**config.mk**
```make
export PLATFORM = sky130hd
export DESIGN_NAME = cpuCore
export DESIGN_NICKNAME = d
export VERILOG_FILES = /design/src/source/controlPkg.sv /design/src/source/cpuTypesPkg.sv /design/src/source/aluUnit.sv /design/src/source/busDatapath.sv /design/src/source/controlSequencer.sv /design/src/source/cpuCore.sv /design/src/source/memoryInterface.sv /design/src/source/registerFile.sv /design/src/source/stepCounter.sv
export VERILOG_INCLUDE_DIRS = /design/src /design/src/source
export SDC_FILE = /design/constraint.sdc
export NUM_CORES = 2
export LEC_CHECK = 0
export BUFFER_PORTS_ARGS = -buffer_cell sky130_fd_sc_hd__buf_2
export CORE_MARGIN = 2
export CORE_UTILIZATION = 30
export CTS_BUF_LIST = sky130_fd_sc_hd__clkbuf_8
export DETAILED_ROUTE_END_ITERATION = 8
export HOLD_SLACK_MARGIN = 0.1
export SLEW_MARGIN = 20
export SYNTH_ARGS = -nofsm -noshare
export SYNTH_HDL_FRONTEND = slang
export SYNTH_SLANG_ARGS = --single-unit
```
**constraint.sdc**
```tcl
create_clock -name Clock -period 7.7 [get_ports Clock]
set_input_delay 0.77 -clock Clock [delete_from_list [all_inputs] [get_ports Clock]]
set_output_delay 0.77 -clock Clock [all_outputs]
set_load 0.05 [all_outputs]
```
**src/source/cpu_params.svh**
```systemverilog
`ifndef CPU_PARAMS_SVH
`define CPU_PARAMS_SVH

// Width of every data and instruction word
`define CPU_WORD_WIDTH 32

// Memory is word addressed
`define CPU_ADDR_WIDTH 8

`define CPU_REG_COUNT 16

`endif

```
**src/source/controlPkg.sv**
```systemverilog
package controlPkg;

	typedef enum logic [1:0] {
		seqRun,
		seqMemWait,  // Step counter frozen until the memory port finishes
		seqHalted
	} seqState;

	typedef logic [2:0] tStep;

	localparam tStep T0 = 3'd0;
	localparam tStep T1 = 3'd1;
	localparam tStep T2 = 3'd2;
	localparam tStep T3 = 3'd3;
	localparam tStep T4 = 3'd4;
	localparam tStep T5 = 3'd5;

	typedef enum logic [2:0] {busNone, busReg, busPc, busZ, busMdr, busImm} busSource;

	// Which IR field names the register on the bus
	typedef enum logic [1:0] {fieldRa, fieldRb, fieldRc} regField;

	typedef enum logic [2:0] {
		aluPass, aluInc, aluAdd, aluSub, aluAnd, aluOr, aluShr, aluShl
	} aluOp;

endpackage

```
**src/source/cpuTypesPkg.sv**
```systemverilog
`include "cpu_params.svh"

package cpuTypesPkg;

	typedef logic [`CPU_WORD_WIDTH-1:0] word;
	typedef logic [`CPU_ADDR_WIDTH-1:0] memAddr;
	typedef logic [$clog2(`CPU_REG_COUNT)-1:0] regIndex;

	// Major opcode held in IR bits 31..27
	typedef enum logic [4:0] {
		opLd   = 5'b00000,
		opLdi  = 5'b00001,
		opSt   = 5'b00010,
		opAdd  = 5'b00011,
		opSub  = 5'b00100,
		opAnd  = 5'b00101,
		opOr   = 5'b00110,
		opShr  = 5'b00111,
		opShl  = 5'b01000,
		opHalt = 5'b11011
	} opcode;

endpackage

```
**src/source/aluUnit.sv**
```systemverilog
`timescale 1ns/1ps

`include "cpu_params.svh"

module aluUnit (
	input  logic Clock,
	input  logic rstN,
	input  cpuTypesPkg::word busIn,
	input  logic yIn,
	input  logic zIn,
	input  controlPkg::aluOp op,
	output cpuTypesPkg::word zOut
);

	cpuTypesPkg::word yReg;
	cpuTypesPkg::word result;
	logic [$clog2(`CPU_WORD_WIDTH)-1:0] shiftAmount;

	assign shiftAmount = busIn[$clog2(`CPU_WORD_WIDTH)-1:0];  // Only the low bits count

	// Y holds the first operand across steps
	always_ff @(posedge Clock) begin
		if (yIn)
			yReg <= busIn;
	end

	always_comb begin
		case (op)
			controlPkg::aluInc: result = busIn + 1'b1;  // Next PC during fetch
			controlPkg::aluAdd: result = yReg + busIn;
			controlPkg::aluSub: result = yReg - busIn;
			controlPkg::aluAnd: result = yReg & busIn;
			controlPkg::aluOr:  result = yReg | busIn;
			controlPkg::aluShr: result = yReg >> shiftAmount;
			controlPkg::aluShl: result = yReg << shiftAmount;
			default:            result = busIn;
		endcase
	end

	// Z register
	always_ff @(posedge Clock) begin
		if (!rstN)
			zOut <= '0;
		else if (zIn)
			zOut <= result;
	end

endmodule

```
**src/source/busDatapath.sv**
```systemverilog
`timescale 1ns/1ps

`include "cpu_params.svh"

module busDatapath (
	input  logic Clock,
	input  logic rstN,
	input  controlPkg::busSource busSel,
	input  controlPkg::regField regSel,
	input  logic regIn,
	input  logic yIn,
	input  logic zIn,
	input  logic pcIn,
	input  logic irIn,
	input  controlPkg::aluOp aluSel,
	input  cpuTypesPkg::word mdrValue,
	output cpuTypesPkg::word busValue,
	output cpuTypesPkg::opcode currentOp
);

	cpuTypesPkg::word pc;
	cpuTypesPkg::word ir;
	cpuTypesPkg::word immValue;
	cpuTypesPkg::word regValue;
	cpuTypesPkg::word zValue;
	cpuTypesPkg::regIndex regNumber;

	always_ff @(posedge Clock) begin
		if (!rstN) begin
			pc <= '0;
			ir <= '0;
		end else begin
			if (pcIn)
				pc <= busValue;
			if (irIn)
				ir <= busValue;
		end
	end

	// Register number comes from the IR field the sequencer asks for
	always_comb begin
		case (regSel)
			controlPkg::fieldRb: regNumber = ir[22:19];
			controlPkg::fieldRc: regNumber = ir[18:15];
			default:             regNumber = ir[26:23];
		endcase
	end

	assign immValue = {{(`CPU_WORD_WIDTH-15){ir[14]}}, ir[14:0]};
	assign currentOp = cpuTypesPkg::opcode'(ir[31:27]);

	// ############################################################
	// Bus multiplexer

	always_comb begin
		case (busSel)
			controlPkg::busReg: busValue = regValue;
			controlPkg::busPc:  busValue = pc;
			controlPkg::busZ:   busValue = zValue;
			controlPkg::busMdr: busValue = mdrValue;
			controlPkg::busImm: busValue = immValue;
			default:            busValue = '0;
		endcase
	end

	registerFile regs_i (
		.Clock(Clock), .rstN(rstN),
		.readIndex(regNumber), .writeIndex(regNumber), .writeEnable(regIn),
		.writeData(busValue), .readData(regValue)
	);

	aluUnit alu_i (
		.Clock(Clock), .rstN(rstN), .busIn(busValue),
		.yIn(yIn), .zIn(zIn), .op(aluSel), .zOut(zValue)
	);

endmodule

```
**src/source/controlSequencer.sv**
```systemverilog
`timescale 1ns/1ps

module controlSequencer (
	input  logic Clock,
	input  logic rstN,
	input  controlPkg::tStep step,
	input  cpuTypesPkg::opcode currentOp,
	input  logic memDone,
	output controlPkg::busSource busSel,
	output controlPkg::regField regSel,
	output controlPkg::aluOp aluSel,
	output logic regIn,
	output logic yIn,
	output logic zIn,
	output logic pcIn,
	output logic irIn,
	output logic marIn,
	output logic mdrLoadBus,
	output logic memStart,
	output logic memWrite,
	output logic advance,
	output logic clear,
	output logic halted
);

	controlPkg::seqState state;
	controlPkg::seqState nextState;
	controlPkg::aluOp opAlu;
	logic isRegOp;
	logic lastStep;  // Final step of the current instruction

	always_comb begin
		isRegOp = 1'b1;
		case (currentOp)
			cpuTypesPkg::opSub: opAlu = controlPkg::aluSub;
			cpuTypesPkg::opAnd: opAlu = controlPkg::aluAnd;
			cpuTypesPkg::opOr:  opAlu = controlPkg::aluOr;
			cpuTypesPkg::opShr: opAlu = controlPkg::aluShr;
			cpuTypesPkg::opShl: opAlu = controlPkg::aluShl;
			cpuTypesPkg::opAdd: opAlu = controlPkg::aluAdd;
			default: begin
				opAlu = controlPkg::aluAdd;
				isRegOp = 1'b0;
			end
		endcase
	end

	// ############################################################
	// Strobe pattern per step

	always_comb begin
		busSel = controlPkg::busNone;
		regSel = controlPkg::fieldRa;
		aluSel = controlPkg::aluPass;
		{regIn, yIn, zIn, pcIn, irIn} = 5'b0;
		{marIn, mdrLoadBus, memStart, memWrite} = 4'b0;
		lastStep = 1'b0;
		case (step)
			controlPkg::T0: begin
				busSel = controlPkg::busPc;
				marIn = 1'b1;
				zIn = 1'b1;
				aluSel = controlPkg::aluInc;
			end
			controlPkg::T1: begin
				busSel = controlPkg::busZ;
				pcIn = 1'b1;
				memStart = 1'b1;  // Instruction fetch
			end
			controlPkg::T2: begin
				busSel = controlPkg::busMdr;
				irIn = 1'b1;
			end
			controlPkg::T3: begin
				if (isRegOp) begin
					busSel = controlPkg::busReg;
					regSel = controlPkg::fieldRb;
					yIn = 1'b1;
				end else begin
					case (currentOp)
						cpuTypesPkg::opLdi: begin
							busSel = controlPkg::busImm;
							regIn = 1'b1;
							lastStep = 1'b1;
						end
						cpuTypesPkg::opLd: begin
							busSel = controlPkg::busImm;
							marIn = 1'b1;
							memStart = 1'b1;
						end
						cpuTypesPkg::opSt: begin
							busSel = controlPkg::busReg;
							mdrLoadBus = 1'b1;
						end
						default: lastStep = 1'b1;  // Halt and unknown codes
					endcase
				end
			end
			controlPkg::T4: begin
				if (isRegOp) begin
					busSel = controlPkg::busReg;
					regSel = controlPkg::fieldRc;
					zIn = 1'b1;
					aluSel = opAlu;
				end else if (currentOp == cpuTypesPkg::opSt) begin
					busSel = controlPkg::busImm;
					marIn = 1'b1;
					memStart = 1'b1;
					memWrite = 1'b1;
					lastStep = 1'b1;
				end else begin
					busSel = controlPkg::busMdr;  // Load result into Ra
					regIn = 1'b1;
					lastStep = 1'b1;
				end
			end
			default: begin
				busSel = controlPkg::busZ;
				regIn = 1'b1;
				lastStep = 1'b1;
			end
		endcase
		if (state != controlPkg::seqRun) begin
			{regIn, yIn, zIn, pcIn, irIn} = 5'b0;
			{marIn, mdrLoadBus, memStart, memWrite} = 4'b0;
		end
	end

	always_comb begin
		nextState = state;
		advance = 1'b0;
		clear = 1'b0;
		case (state)
			controlPkg::seqRun: begin
				if (step == controlPkg::T3 && currentOp == cpuTypesPkg::opHalt) begin
					nextState = controlPkg::seqHalted;
					clear = 1'b1;
				end else if (memStart) begin
					nextState = controlPkg::seqMemWait;
				end else begin
					clear = lastStep;
					advance = !lastStep;
				end
			end
			controlPkg::seqMemWait: if (memDone) begin
				nextState = controlPkg::seqRun;
				clear = lastStep;
				advance = !lastStep;
			end
			default: nextState = controlPkg::seqHalted;
		endcase
	end

	always_ff @(posedge Clock) begin
		if (!rstN)
			state <= controlPkg::seqRun;
		else
			state <= nextState;
	end

	assign halted = (state == controlPkg::seqHalted);

endmodule

```
**src/source/cpuCore.sv**
```systemverilog
`timescale 1ns/1ps

module cpuCore (
	input  logic Clock,
	input  logic rstN,
	output logic memReq,
	output logic memWrite,
	output cpuTypesPkg::memAddr memAddr,
	output cpuTypesPkg::word memWriteData,
	input  logic memAck,
	input  cpuTypesPkg::word memReadData,
	output logic halted
);

	controlPkg::busSource busSel;
	controlPkg::regField regSel;
	controlPkg::aluOp aluSel;
	controlPkg::tStep step;
	cpuTypesPkg::opcode currentOp;
	cpuTypesPkg::word busValue;
	cpuTypesPkg::word mdrValue;
	logic regIn, yIn, zIn, pcIn, irIn;
	logic marIn, mdrLoadBus, memStart;
	logic writeStrobe;  // Sequencer asks for a write access
	logic memDone, advance, clear;

	busDatapath datapath_i (
		.Clock(Clock), .rstN(rstN), .busSel(busSel), .regSel(regSel),
		.regIn(regIn), .yIn(yIn), .zIn(zIn), .pcIn(pcIn), .irIn(irIn),
		.aluSel(aluSel), .mdrValue(mdrValue), .busValue(busValue), .currentOp(currentOp)
	);

	memoryInterface memory_i (
		.Clock(Clock), .rstN(rstN), .busValue(busValue), .marIn(marIn),
		.mdrLoadBus(mdrLoadBus), .memStart(memStart), .memWrite(writeStrobe),
		.mdrValue(mdrValue), .memDone(memDone), .memReq(memReq), .memWriteOut(memWrite),
		.memAddr(memAddr), .memWriteData(memWriteData), .memAck(memAck),
		.memReadData(memReadData)
	);

	controlSequencer sequencer_i (
		.Clock(Clock), .rstN(rstN), .step(step), .currentOp(currentOp), .memDone(memDone),
		.busSel(busSel), .regSel(regSel), .aluSel(aluSel), .regIn(regIn), .yIn(yIn),
		.zIn(zIn), .pcIn(pcIn), .irIn(irIn), .marIn(marIn), .mdrLoadBus(mdrLoadBus),
		.memStart(memStart), .memWrite(writeStrobe), .advance(advance), .clear(clear),
		.halted(halted)
	);

	stepCounter steps_i (
		.Clock(Clock), .rstN(rstN), .advance(advance), .clear(clear), .step(step)
	);

endmodule

```
**src/source/memoryInterface.sv**
```systemverilog
`timescale 1ns/1ps

`include "cpu_params.svh"

module memoryInterface (
	input  logic Clock,
	input  logic rstN,
	input  cpuTypesPkg::word busValue,
	input  logic marIn,
	input  logic mdrLoadBus,
	input  logic memStart,
	input  logic memWrite,
	output cpuTypesPkg::word mdrValue,
	output logic memDone,
	output logic memReq,
	output logic memWriteOut,
	output cpuTypesPkg::memAddr memAddr,
	output cpuTypesPkg::word memWriteData,
	input  logic memAck,
	input  cpuTypesPkg::word memReadData
);

	typedef enum logic [1:0] {phIdle, phRequest, phRelease} memPhase;

	memPhase phase;
	cpuTypesPkg::memAddr mar;
	cpuTypesPkg::word mdr;

	// ############################################################
	// Four-phase master

	always_ff @(posedge Clock) begin
		if (!rstN) begin
			phase <= phIdle;
			memWriteOut <= 1'b0;
			memDone <= 1'b0;
		end else begin
			memDone <= 1'b0;
			case (phase)
				phIdle: if (memStart) begin
					phase <= phRequest;
					memWriteOut <= memWrite;
				end
				phRequest: if (memAck)
					phase <= phRelease;
				phRelease: if (!memAck) begin
					phase <= phIdle;
					memDone <= 1'b1;  // Return to zero is complete
				end
				default: phase <= phIdle;
			endcase
		end
	end

	// MAR and MDR
	always_ff @(posedge Clock) begin
		if (marIn)
			mar <= busValue[`CPU_ADDR_WIDTH-1:0];
		if (mdrLoadBus)
			mdr <= busValue;
		else if (phase == phRequest && memAck && !memWriteOut)
			mdr <= memReadData;  // Read data is taken as ack rises
	end

	assign memReq = (phase == phRequest);
	assign memAddr = mar;
	assign memWriteData = mdr;
	assign mdrValue = mdr;

endmodule

```
**src/source/registerFile.sv**
```systemverilog
`timescale 1ns/1ps

`include "cpu_params.svh"

module registerFile (
	input  logic Clock,
	input  logic rstN,
	input  cpuTypesPkg::regIndex readIndex,
	input  cpuTypesPkg::regIndex writeIndex,
	input  logic writeEnable,
	input  cpuTypesPkg::word writeData,
	output cpuTypesPkg::word readData
);

	cpuTypesPkg::word regs [`CPU_REG_COUNT];

	// ############################################################
	// Write port

	always_ff @(posedge Clock) begin
		if (!rstN) begin
			for (int i = 0; i < `CPU_REG_COUNT; i++)
				regs[i] <= '0;
		end else if (writeEnable) begin
			regs[writeIndex] <= writeData;
		end
	end

	// ############################################################
	// Read port

	assign readData = regs[readIndex];  // Combinational so the bus sees it in the same step

endmodule

```
**src/source/stepCounter.sv**
```systemverilog
`timescale 1ns/1ps

module stepCounter (
	input  logic Clock,
	input  logic rstN,
	input  logic advance,
	input  logic clear,
	output controlPkg::tStep step
);

	always_ff @(posedge Clock) begin
		if (!rstN)
			step <= controlPkg::T0;
		else if (clear)
			step <= controlPkg::T0;  // Clear wins over advance
		else if (advance)
			step <= step + 3'd1;
	end

endmodule
```
Yosys cells after proc, flatten, opt, wreduce, memory -nomap -nowiden

Memories as Yosys holds them, arrays and structs flattened.
Cells that the tools add are included.

Output and inout port bits: 43
RAM bits: 512
Bits in latches: 0
Register bits after elaboration: 177
Memory bits (read-only): 0
Word-level logic and storage cells: 149
Memories: 1
Bits of input ports: 35

Order comparisons: 0
Equal/unequal tests: 36
Div/mod/pow operators: 0
$mul: 0
$add $sub $neg: 4
Shift operators: 2
Bitwise operators: 3
Multiplexer cells: 71
Reduce and logical (&&, ||, !) cells: 21

Memory list:

| memory                 | words | bits a word | read ports | clocked after Yosys merged registers in | write ports | line               | RTL |
|---|---|---|---|---|---|---|---|
| datapath_i.regs_i.regs | 16    | 32          | 1          | 0                                       | 16          | registerFile.sv:15 | `` cpuTypesPkg::word regs [`CPU_REG_COUNT]; `` |

Operator list:

| kind                                                            | count |
|---|---|
| 32-bit one-hot mux with 7 select lines                          | 1 |
| 32-bit one-hot mux with 5 select lines                          | 1 |
| 32-bit 2-to-1 mux                                               | 3 |
| 1-bit 2-to-1 mux                                                | 41 |
| 32-bit by 1-bit adder with 32-bit output, second input constant | 1 |
| 32-bit adder                                                    | 1 |
| 32-bit bitwise AND                                              | 1 |
| 32-bit OR                                                       | 1 |
| 32-bit OR reduction                                             | 1 |
| 32-bit by 5-bit left shift with 32-bit output                   | 1 |
| 32-bit by 5-bit right shift with 32-bit output                  | 1 |
| 32-bit subtractor                                               | 1 |
| 3-bit == test, second input constant                            | 7 |
| 5-bit by 3-bit == test with 1-bit output, second input constant | 4 |
| 3-bit by 2-bit == test with 1-bit output, second input constant | 6 |
| 3-bit one-hot mux with 5 select lines                           | 1 |
| 2-bit 2-to-1 mux                                                | 6 |
| 1-bit one-hot mux with 3 select lines                           | 4 |
| 3-bit one-hot mux with 2 select lines                           | 2 |
| 3-bit one-hot mux with 4 select lines                           | 1 |
| 5-bit by 2-bit == test with 1-bit output, second input constant | 2 |
| 3-bit by 1-bit == test with 1-bit output, second input constant | 3 |
| 3-bit 2-to-1 mux                                                | 3 |
| 2-bit one-hot mux with 2 select lines                           | 2 |
| other kinds (25)                                                | 42 |

Logic depth before layout (Yosys ltp)

Depth in word-level cells: 11
Depth in mapped cells: 39
Gate-level depth less buffers: 33

Hierarchy

Synthesis repeated with hierarchy kept, for this count alone.

Cells, all modules: 3367
Area total of the unflattened synthesis: 39399.0 um2

Modules (own cells, without submodules):

| module           | times used | cells each | area an instance (um2) | seq. area each (um2) |
|---|---|---|---|---|
| registerFile     | 1          | 1416       | 22818.1                | 15374.7 |
| aluUnit          | 1          | 1300       | 10116.0                | 1601.5 |
| busDatapath      | 1          | 428        | 3597.2                 | 1281.2 |
| memoryInterface  | 1          | 126        | 2154.6                 | 1281.2 |
| controlSequencer | 1          | 85         | 585.6                  | 40.0 |
| stepCounter      | 1          | 12         | 127.6                  | 60.1 |

Worst setup path after synthesis

Ideal clock, no wire load.

Kind: reg2reg
Start point: register steps_i.step[2]
End point: register datapath_i.alu_i.zOut[29]
Path buffers: 9
Required time: 7.581 ns
Cell stages (with the launch flop): 39
Arrival: 7.886 ns
Slack: -0.304 ns
Clock period less this slack: 8.004 ns
Cells stage by stage: dfxtp_1 -> clkbuf_1 -> clkbuf_1 -> nand2_1 -> nor2_1 -> nand2_1 -> ha_1 -> buf_4 -> and2b_4 -> nor2_4 -> buf_6 -> buf_12 -> mux4_2 -> and2_0 -> clkbuf_1 -> nor2_2 -> clkbuf_1 -> clkbuf_1 -> [... 3 more ...] -> nor3_1 -> and3_1 -> nand2_1 -> nand2_1 -> xnor2_1 -> ha_1 -> a21o_1 -> a21oi_1 -> nor2b_1 -> o21ai_0 -> o21ai_0 -> a211o_1 -> a31o_2 -> a21o_1 -> a31oi_1 -> xor2_1 -> o22ai_1 -> o221a_1

Word-level cells in the longest chain between the ends: 8
Elaborated cells on any way between the ends: 34

RTL lines:

| item                                                                             | line                   | RTL |
|---|---|---|
| start, declared                                                                  | stepCounter.sv:8       | `output controlPkg::tStep step` |
| start signal, assigned                                                           | stepCounter.sv:13      | `step <= controlPkg::T0;` |
| start signal, assigned                                                           | stepCounter.sv:15      | `step <= controlPkg::T0;` |
| start signal, assigned                                                           | stepCounter.sv:17      | `step <= step + 3'd1;` |
| 3-bit == test / 3-bit by 2-bit == test with 1-bit output (equally long branches) | controlSequencer.sv:58 | `case (step)` |
| 2-bit one-hot mux with 2 select lines                                            | controlSequencer.sv:58 |  |
| 2-bit == test / 2-bit by 1-bit == test with 1-bit output (equally long branches) | busDatapath.sv:42      | `case (regSel)` |
| 4-bit one-hot mux with 2 select lines                                            | busDatapath.sv:42      |  |
| memory 16 x 32 bit                                                               | --                     |  |
| 32-bit one-hot mux with 5 select lines                                           | busDatapath.sv:56      | `case (busSel)` |
| 32-bit subtractor (tied with other cells)                                        | aluUnit.sv:31          | `controlPkg::aluSub: result = yReg - busIn;` |
| 32-bit one-hot mux with 7 select lines                                           | aluUnit.sv:28          | `case (op)` |
| end signal, assigned                                                             | aluUnit.sv:45          | `zOut <= result;` |
| end, declared                                                                    | aluUnit.sv:12          | `output cpuTypesPkg::word zOut` |

Several ways; a longest one is shown, not always the timed one.
A chain may end at the register's enable or synchronous reset.

Final worst setup path

Start point: register steps_i.step[1]
End point: register datapath_i.alu_i.zOut[27]

Same word-level chain as after synthesis.

==> reports/qor.csv <==
metric,value,unit
Worst setup EP type,flip-flop,
drt via density,5.84,
total CTS buffers,114,
Clock Path Buffers,3,
Root Driver,clkbuf_8,
DRT Pass-1 Iters,6,
Hold Crit Class,input pin to flip-flop,
Setup crit end,datapath_i.alu_i.zOut[27],
share of cells above drive strength 1,0.182,
Worst IR Drop VDD,376,uV
yosys warns,0,
largest net degree at the start of global routing,65,
gr usage total,0.225,
Final Core Density,0.348,
WP data required,8.31,ns
sum of negative setup slack,0,ns
I/O Pins,78,
clock sinks,689,
Vias,32100,
peak per-stage delay on the critical path,0.41,ns
slack of the worst reg-to-reg path,0.31,ns
"FF+latch count, synth",689,
R2R cell count,34,
area of the multi-input gates,16900,um2
# fillers,12500,
Final Setup Violations,0,
initial antenna violation count,6,
fin crit share,0.960,
die area,129000,um2
reg2reg end,datapath_i.alu_i.zOut[27],
sw power,9850,uW
Detail Placement HPWL,101000,um
CTS tree,done,
outcome,"complete, no violations",
GRT overflow,0,
Initial Util,0.302,
Cells after Synth,3641,
Pins Over Slew Limit,0,
min cycle time layout,7.39,ns
Pwr Density,474,nW/um2
number of max-cap violations,0,
Reg power frac,0.226,
combinational share of power,0.611,
Post-synth EDFFs,584,
RSZ-0062 raised after global routing,false,
Pint,10800,uW
DRT iter0 DRCs,4767,
worst clock skew,0.0576,ns
Reg area,19600,um2
GPL Wtd Cong,0.988,
Die X-Extent,359,um
"most used cell, CP",buf_4,
unique cell type count in the Yosys netlist,114,
Reg2Reg Launch Point,steps_i.step[1],
Wirelength per Cell,27.6,um
CP bufs+invs,7,
"Seq/Total Area, Yosys",0.518,
area grow syn2layout,15.1,%
IO buf count,77,
CTS clock-pin slew for the worst setup and hold paths,0.06,ns
Post-Syn Area,37900,um2
critical path's slowest cell,a2111oi_1,
sw frac,0.477,
core footprint,125000,um2
crit start category,flip-flop,
share of total power in the clock network,0.163,
Fmax achieved,0.135,GHz
first-pass GRT wire length,216000,um
slew margin rel.,0.252,
ys flop type,edfxtp_1,
Fin. Hold Viols,0,
CP top delay family,compound AO/OA/AOI/OAI gates,
final wirelength,152000,um
DRC,0,
antenna-violating nets left,0,
Post-DP Area,40900,um2
"Max FO, Critical Path",16,
Critical Path Stages,34,
CTS HTree Levels,3,
layout net count,3831,
worst slew pin tran,1.12,ns
row cnt,130,
Die Span Y,359,um
"Arr. time, crit path",8.00,ns
crit path launch,steps_i.step[1],
fin area,43600,um2
Post-Syn Area per Cell,10.4,um2
P_leak,0.0164,uW
Post-Syn Nets,3720,
worst-skew pair later-pin latency,0.77,ns
vias in the first global route,30200,
Post-synth ARST share,0,
Crit Path Category,flip-flop to flip-flop,
==> per-layer routing <==
layer | track usage | vias to the layer above | share of wire
met5 | 0 | - | 0.00022
met4 | 0.108 | 4 | 0.052
met3 | 0.0393 | 418 | 0.10
met2 | 0.352 | 2089 | 0.45
met1 | 0.302 | 15800 | 0.40
li1 | - | 13800 | -
==> Yosys cell counts, drive strengths merged (8+ instances only) <==
| cell | number | area share |
|---|---|---|
| buf | 122 | 0.020 |
| xor2 | 12 | 0.0028 |
| or3 | 12 | 0.0020 |
| a31o | 8 | 0.0018 |
| nand2 | 318 | 0.032 |
| clkbuf | 219 | 0.022 |
| ha | 43 | 0.014 |
| nand4 | 8 | 0.0015 |
| a32oi | 15 | 0.0035 |
| o31ai | 12 | 0.0024 |
| a221oi | 26 | 0.0075 |
| a22o | 19 | 0.0044 |
| nor2b | 13 | 0.0021 |
| a21o | 31 | 0.0061 |
| o221a | 13 | 0.0039 |
| mux2 | 18 | 0.0054 |
| and3 | 46 | 0.0076 |
| nor3 | 45 | 0.0065 |
| o211ai | 24 | 0.0048 |
| o21ai | 231 | 0.031 |
| nor2 | 667 | 0.067 |
| xnor2 | 74 | 0.017 |
| inv | 51 | 0.0051 |
| a211oi | 40 | 0.0082 |
| a311oi | 8 | 0.0020 |
| nand3 | 136 | 0.018 |
| a21oi | 133 | 0.018 |
| a221o | 16 | 0.0043 |
| a21boi | 10 | 0.0020 |
| mux4 | 52 | 0.032 |
| o221ai | 25 | 0.0058 |
| mux2i | 170 | 0.045 |
| nor4 | 20 | 0.0048 |
| nand2b | 16 | 0.0026 |
| o211a | 80 | 0.022 |
| a2111oi | 22 | 0.0063 |
| edfxtp | 584 | 0.46 |
| a22oi | 25 | 0.0051 |
| o22ai | 13 | 0.0023 |
| a31oi | 53 | 0.0088 |
| dfxtp | 105 | 0.055 |
==> power by group through the flow <==
stage / Clock, uW / Sequential [uW] / Combinational (uW)
floorplan: 0 / 4760 / 7450
global placement: 0 / 4740 / 12000
detailed placement: 0 / 4740 / 12000
CTS: 3400 / 4670 / 12000
global route: 3560 / 4700 / 13200
finish: 3370 / 4680 / 12600
==> layout by cell type (no fill, tap or decap), drive strengths merged, types with 53 or more instances in the layout <==
cell,count
nor2,667
edfxtp,584
buf,332
nand2,318
o21ai,231
mux2i,170
nand3,136
a21oi,133
clkbuf,127
dfxtp,105
inv,86
o211a,80
xnor2,74
a31oi,53
==> state kept, by name (all words and copies together), names as in the netlist <==
register	count
datapath_i.alu_i.yReg	32
datapath_i.ir	32
memory_i.memAddr	8
steps_i.step	3
datapath_i.regs_i.regs	512
sequencer_i.state	2
memory_i.memDone	1
memory_i.mdrValue	32
memory_i.phase	2
datapath_i.alu_i.zOut	32
datapath_i.pc	32
memory_i.memWriteOut	1
==> kinds of logic (layout without fill, tap and decap cells) <==
kind of cell,Yosys count,after routing,share of synthesized area
buffers and inverters,396,601,0.0478
other,0,2,0
AND/OR/NAND/NOR,1313,1313,0.151
XOR/XNOR,86,86,0.0199
flip-flops,689,689,0.518
adder cells (fa/ha/maj),44,44,0.0147
multiplexers,240,240,0.0821
AO/OA/AOI/OAI,873,874,0.166
==> metrics by stage <==
step | instances | total power, uW | hold slack [ns] | setup slack [ns]
5_1_grt | 5498 | 21500 | 0.262 | 0.00897
3_3_place_gp | 5271 | 16700 | 0.476 | 0.148
6_report | 5499 | 20700 | 0.271 | 0.307
2_1_floorplan | 3641 | 12200 | 0.465 | 0.0354
4_1_cts | 5482 | 20100 | 0.233 | 0.0594
3_5_place_dp | 5271 | 16800 | 0.485 | 0.0632
==> final cells by class <==
cell class | count | share of cell area
Antenna cell | 2 | 0.000115
Clock buffer | 124 | 0.0391
Clock inverter | 87 | 0.0141
Inverter | 55 | 0.00494
Multi-Input combinational cell | 2557 | 0.387
Sequential cell | 689 | 0.450
Tap cell | 1650 | 0.0473
Timing Repair Buffer | 335 | 0.0574
==> worst min path at each step <==
stage | cells past startpoint | start | end
final | 2 | memAck | memory_i.memDone
after global placement | 1 | datapath_i.ir[8] | datapath_i.ir[8]
after global routing | 3 | memReadData[5] | memory_i.mdrValue[5]
after CTS | 2 | memAck | memory_i.memDone
after floorplan | 2 | memory_i.phase[1] | memory_i.memDone
after detailed placement | 1 | datapath_i.ir[5] | datapath_i.ir[5]
==> timing repair <==
action / CTS / global route
hold buffers: 0 / 0
gates resized for setup: 0 / 47
setup endpoints to repair: 0 / 20
buffers inserted: 0 / 11
No activity file was read; power rests on OpenSTA's default activity.
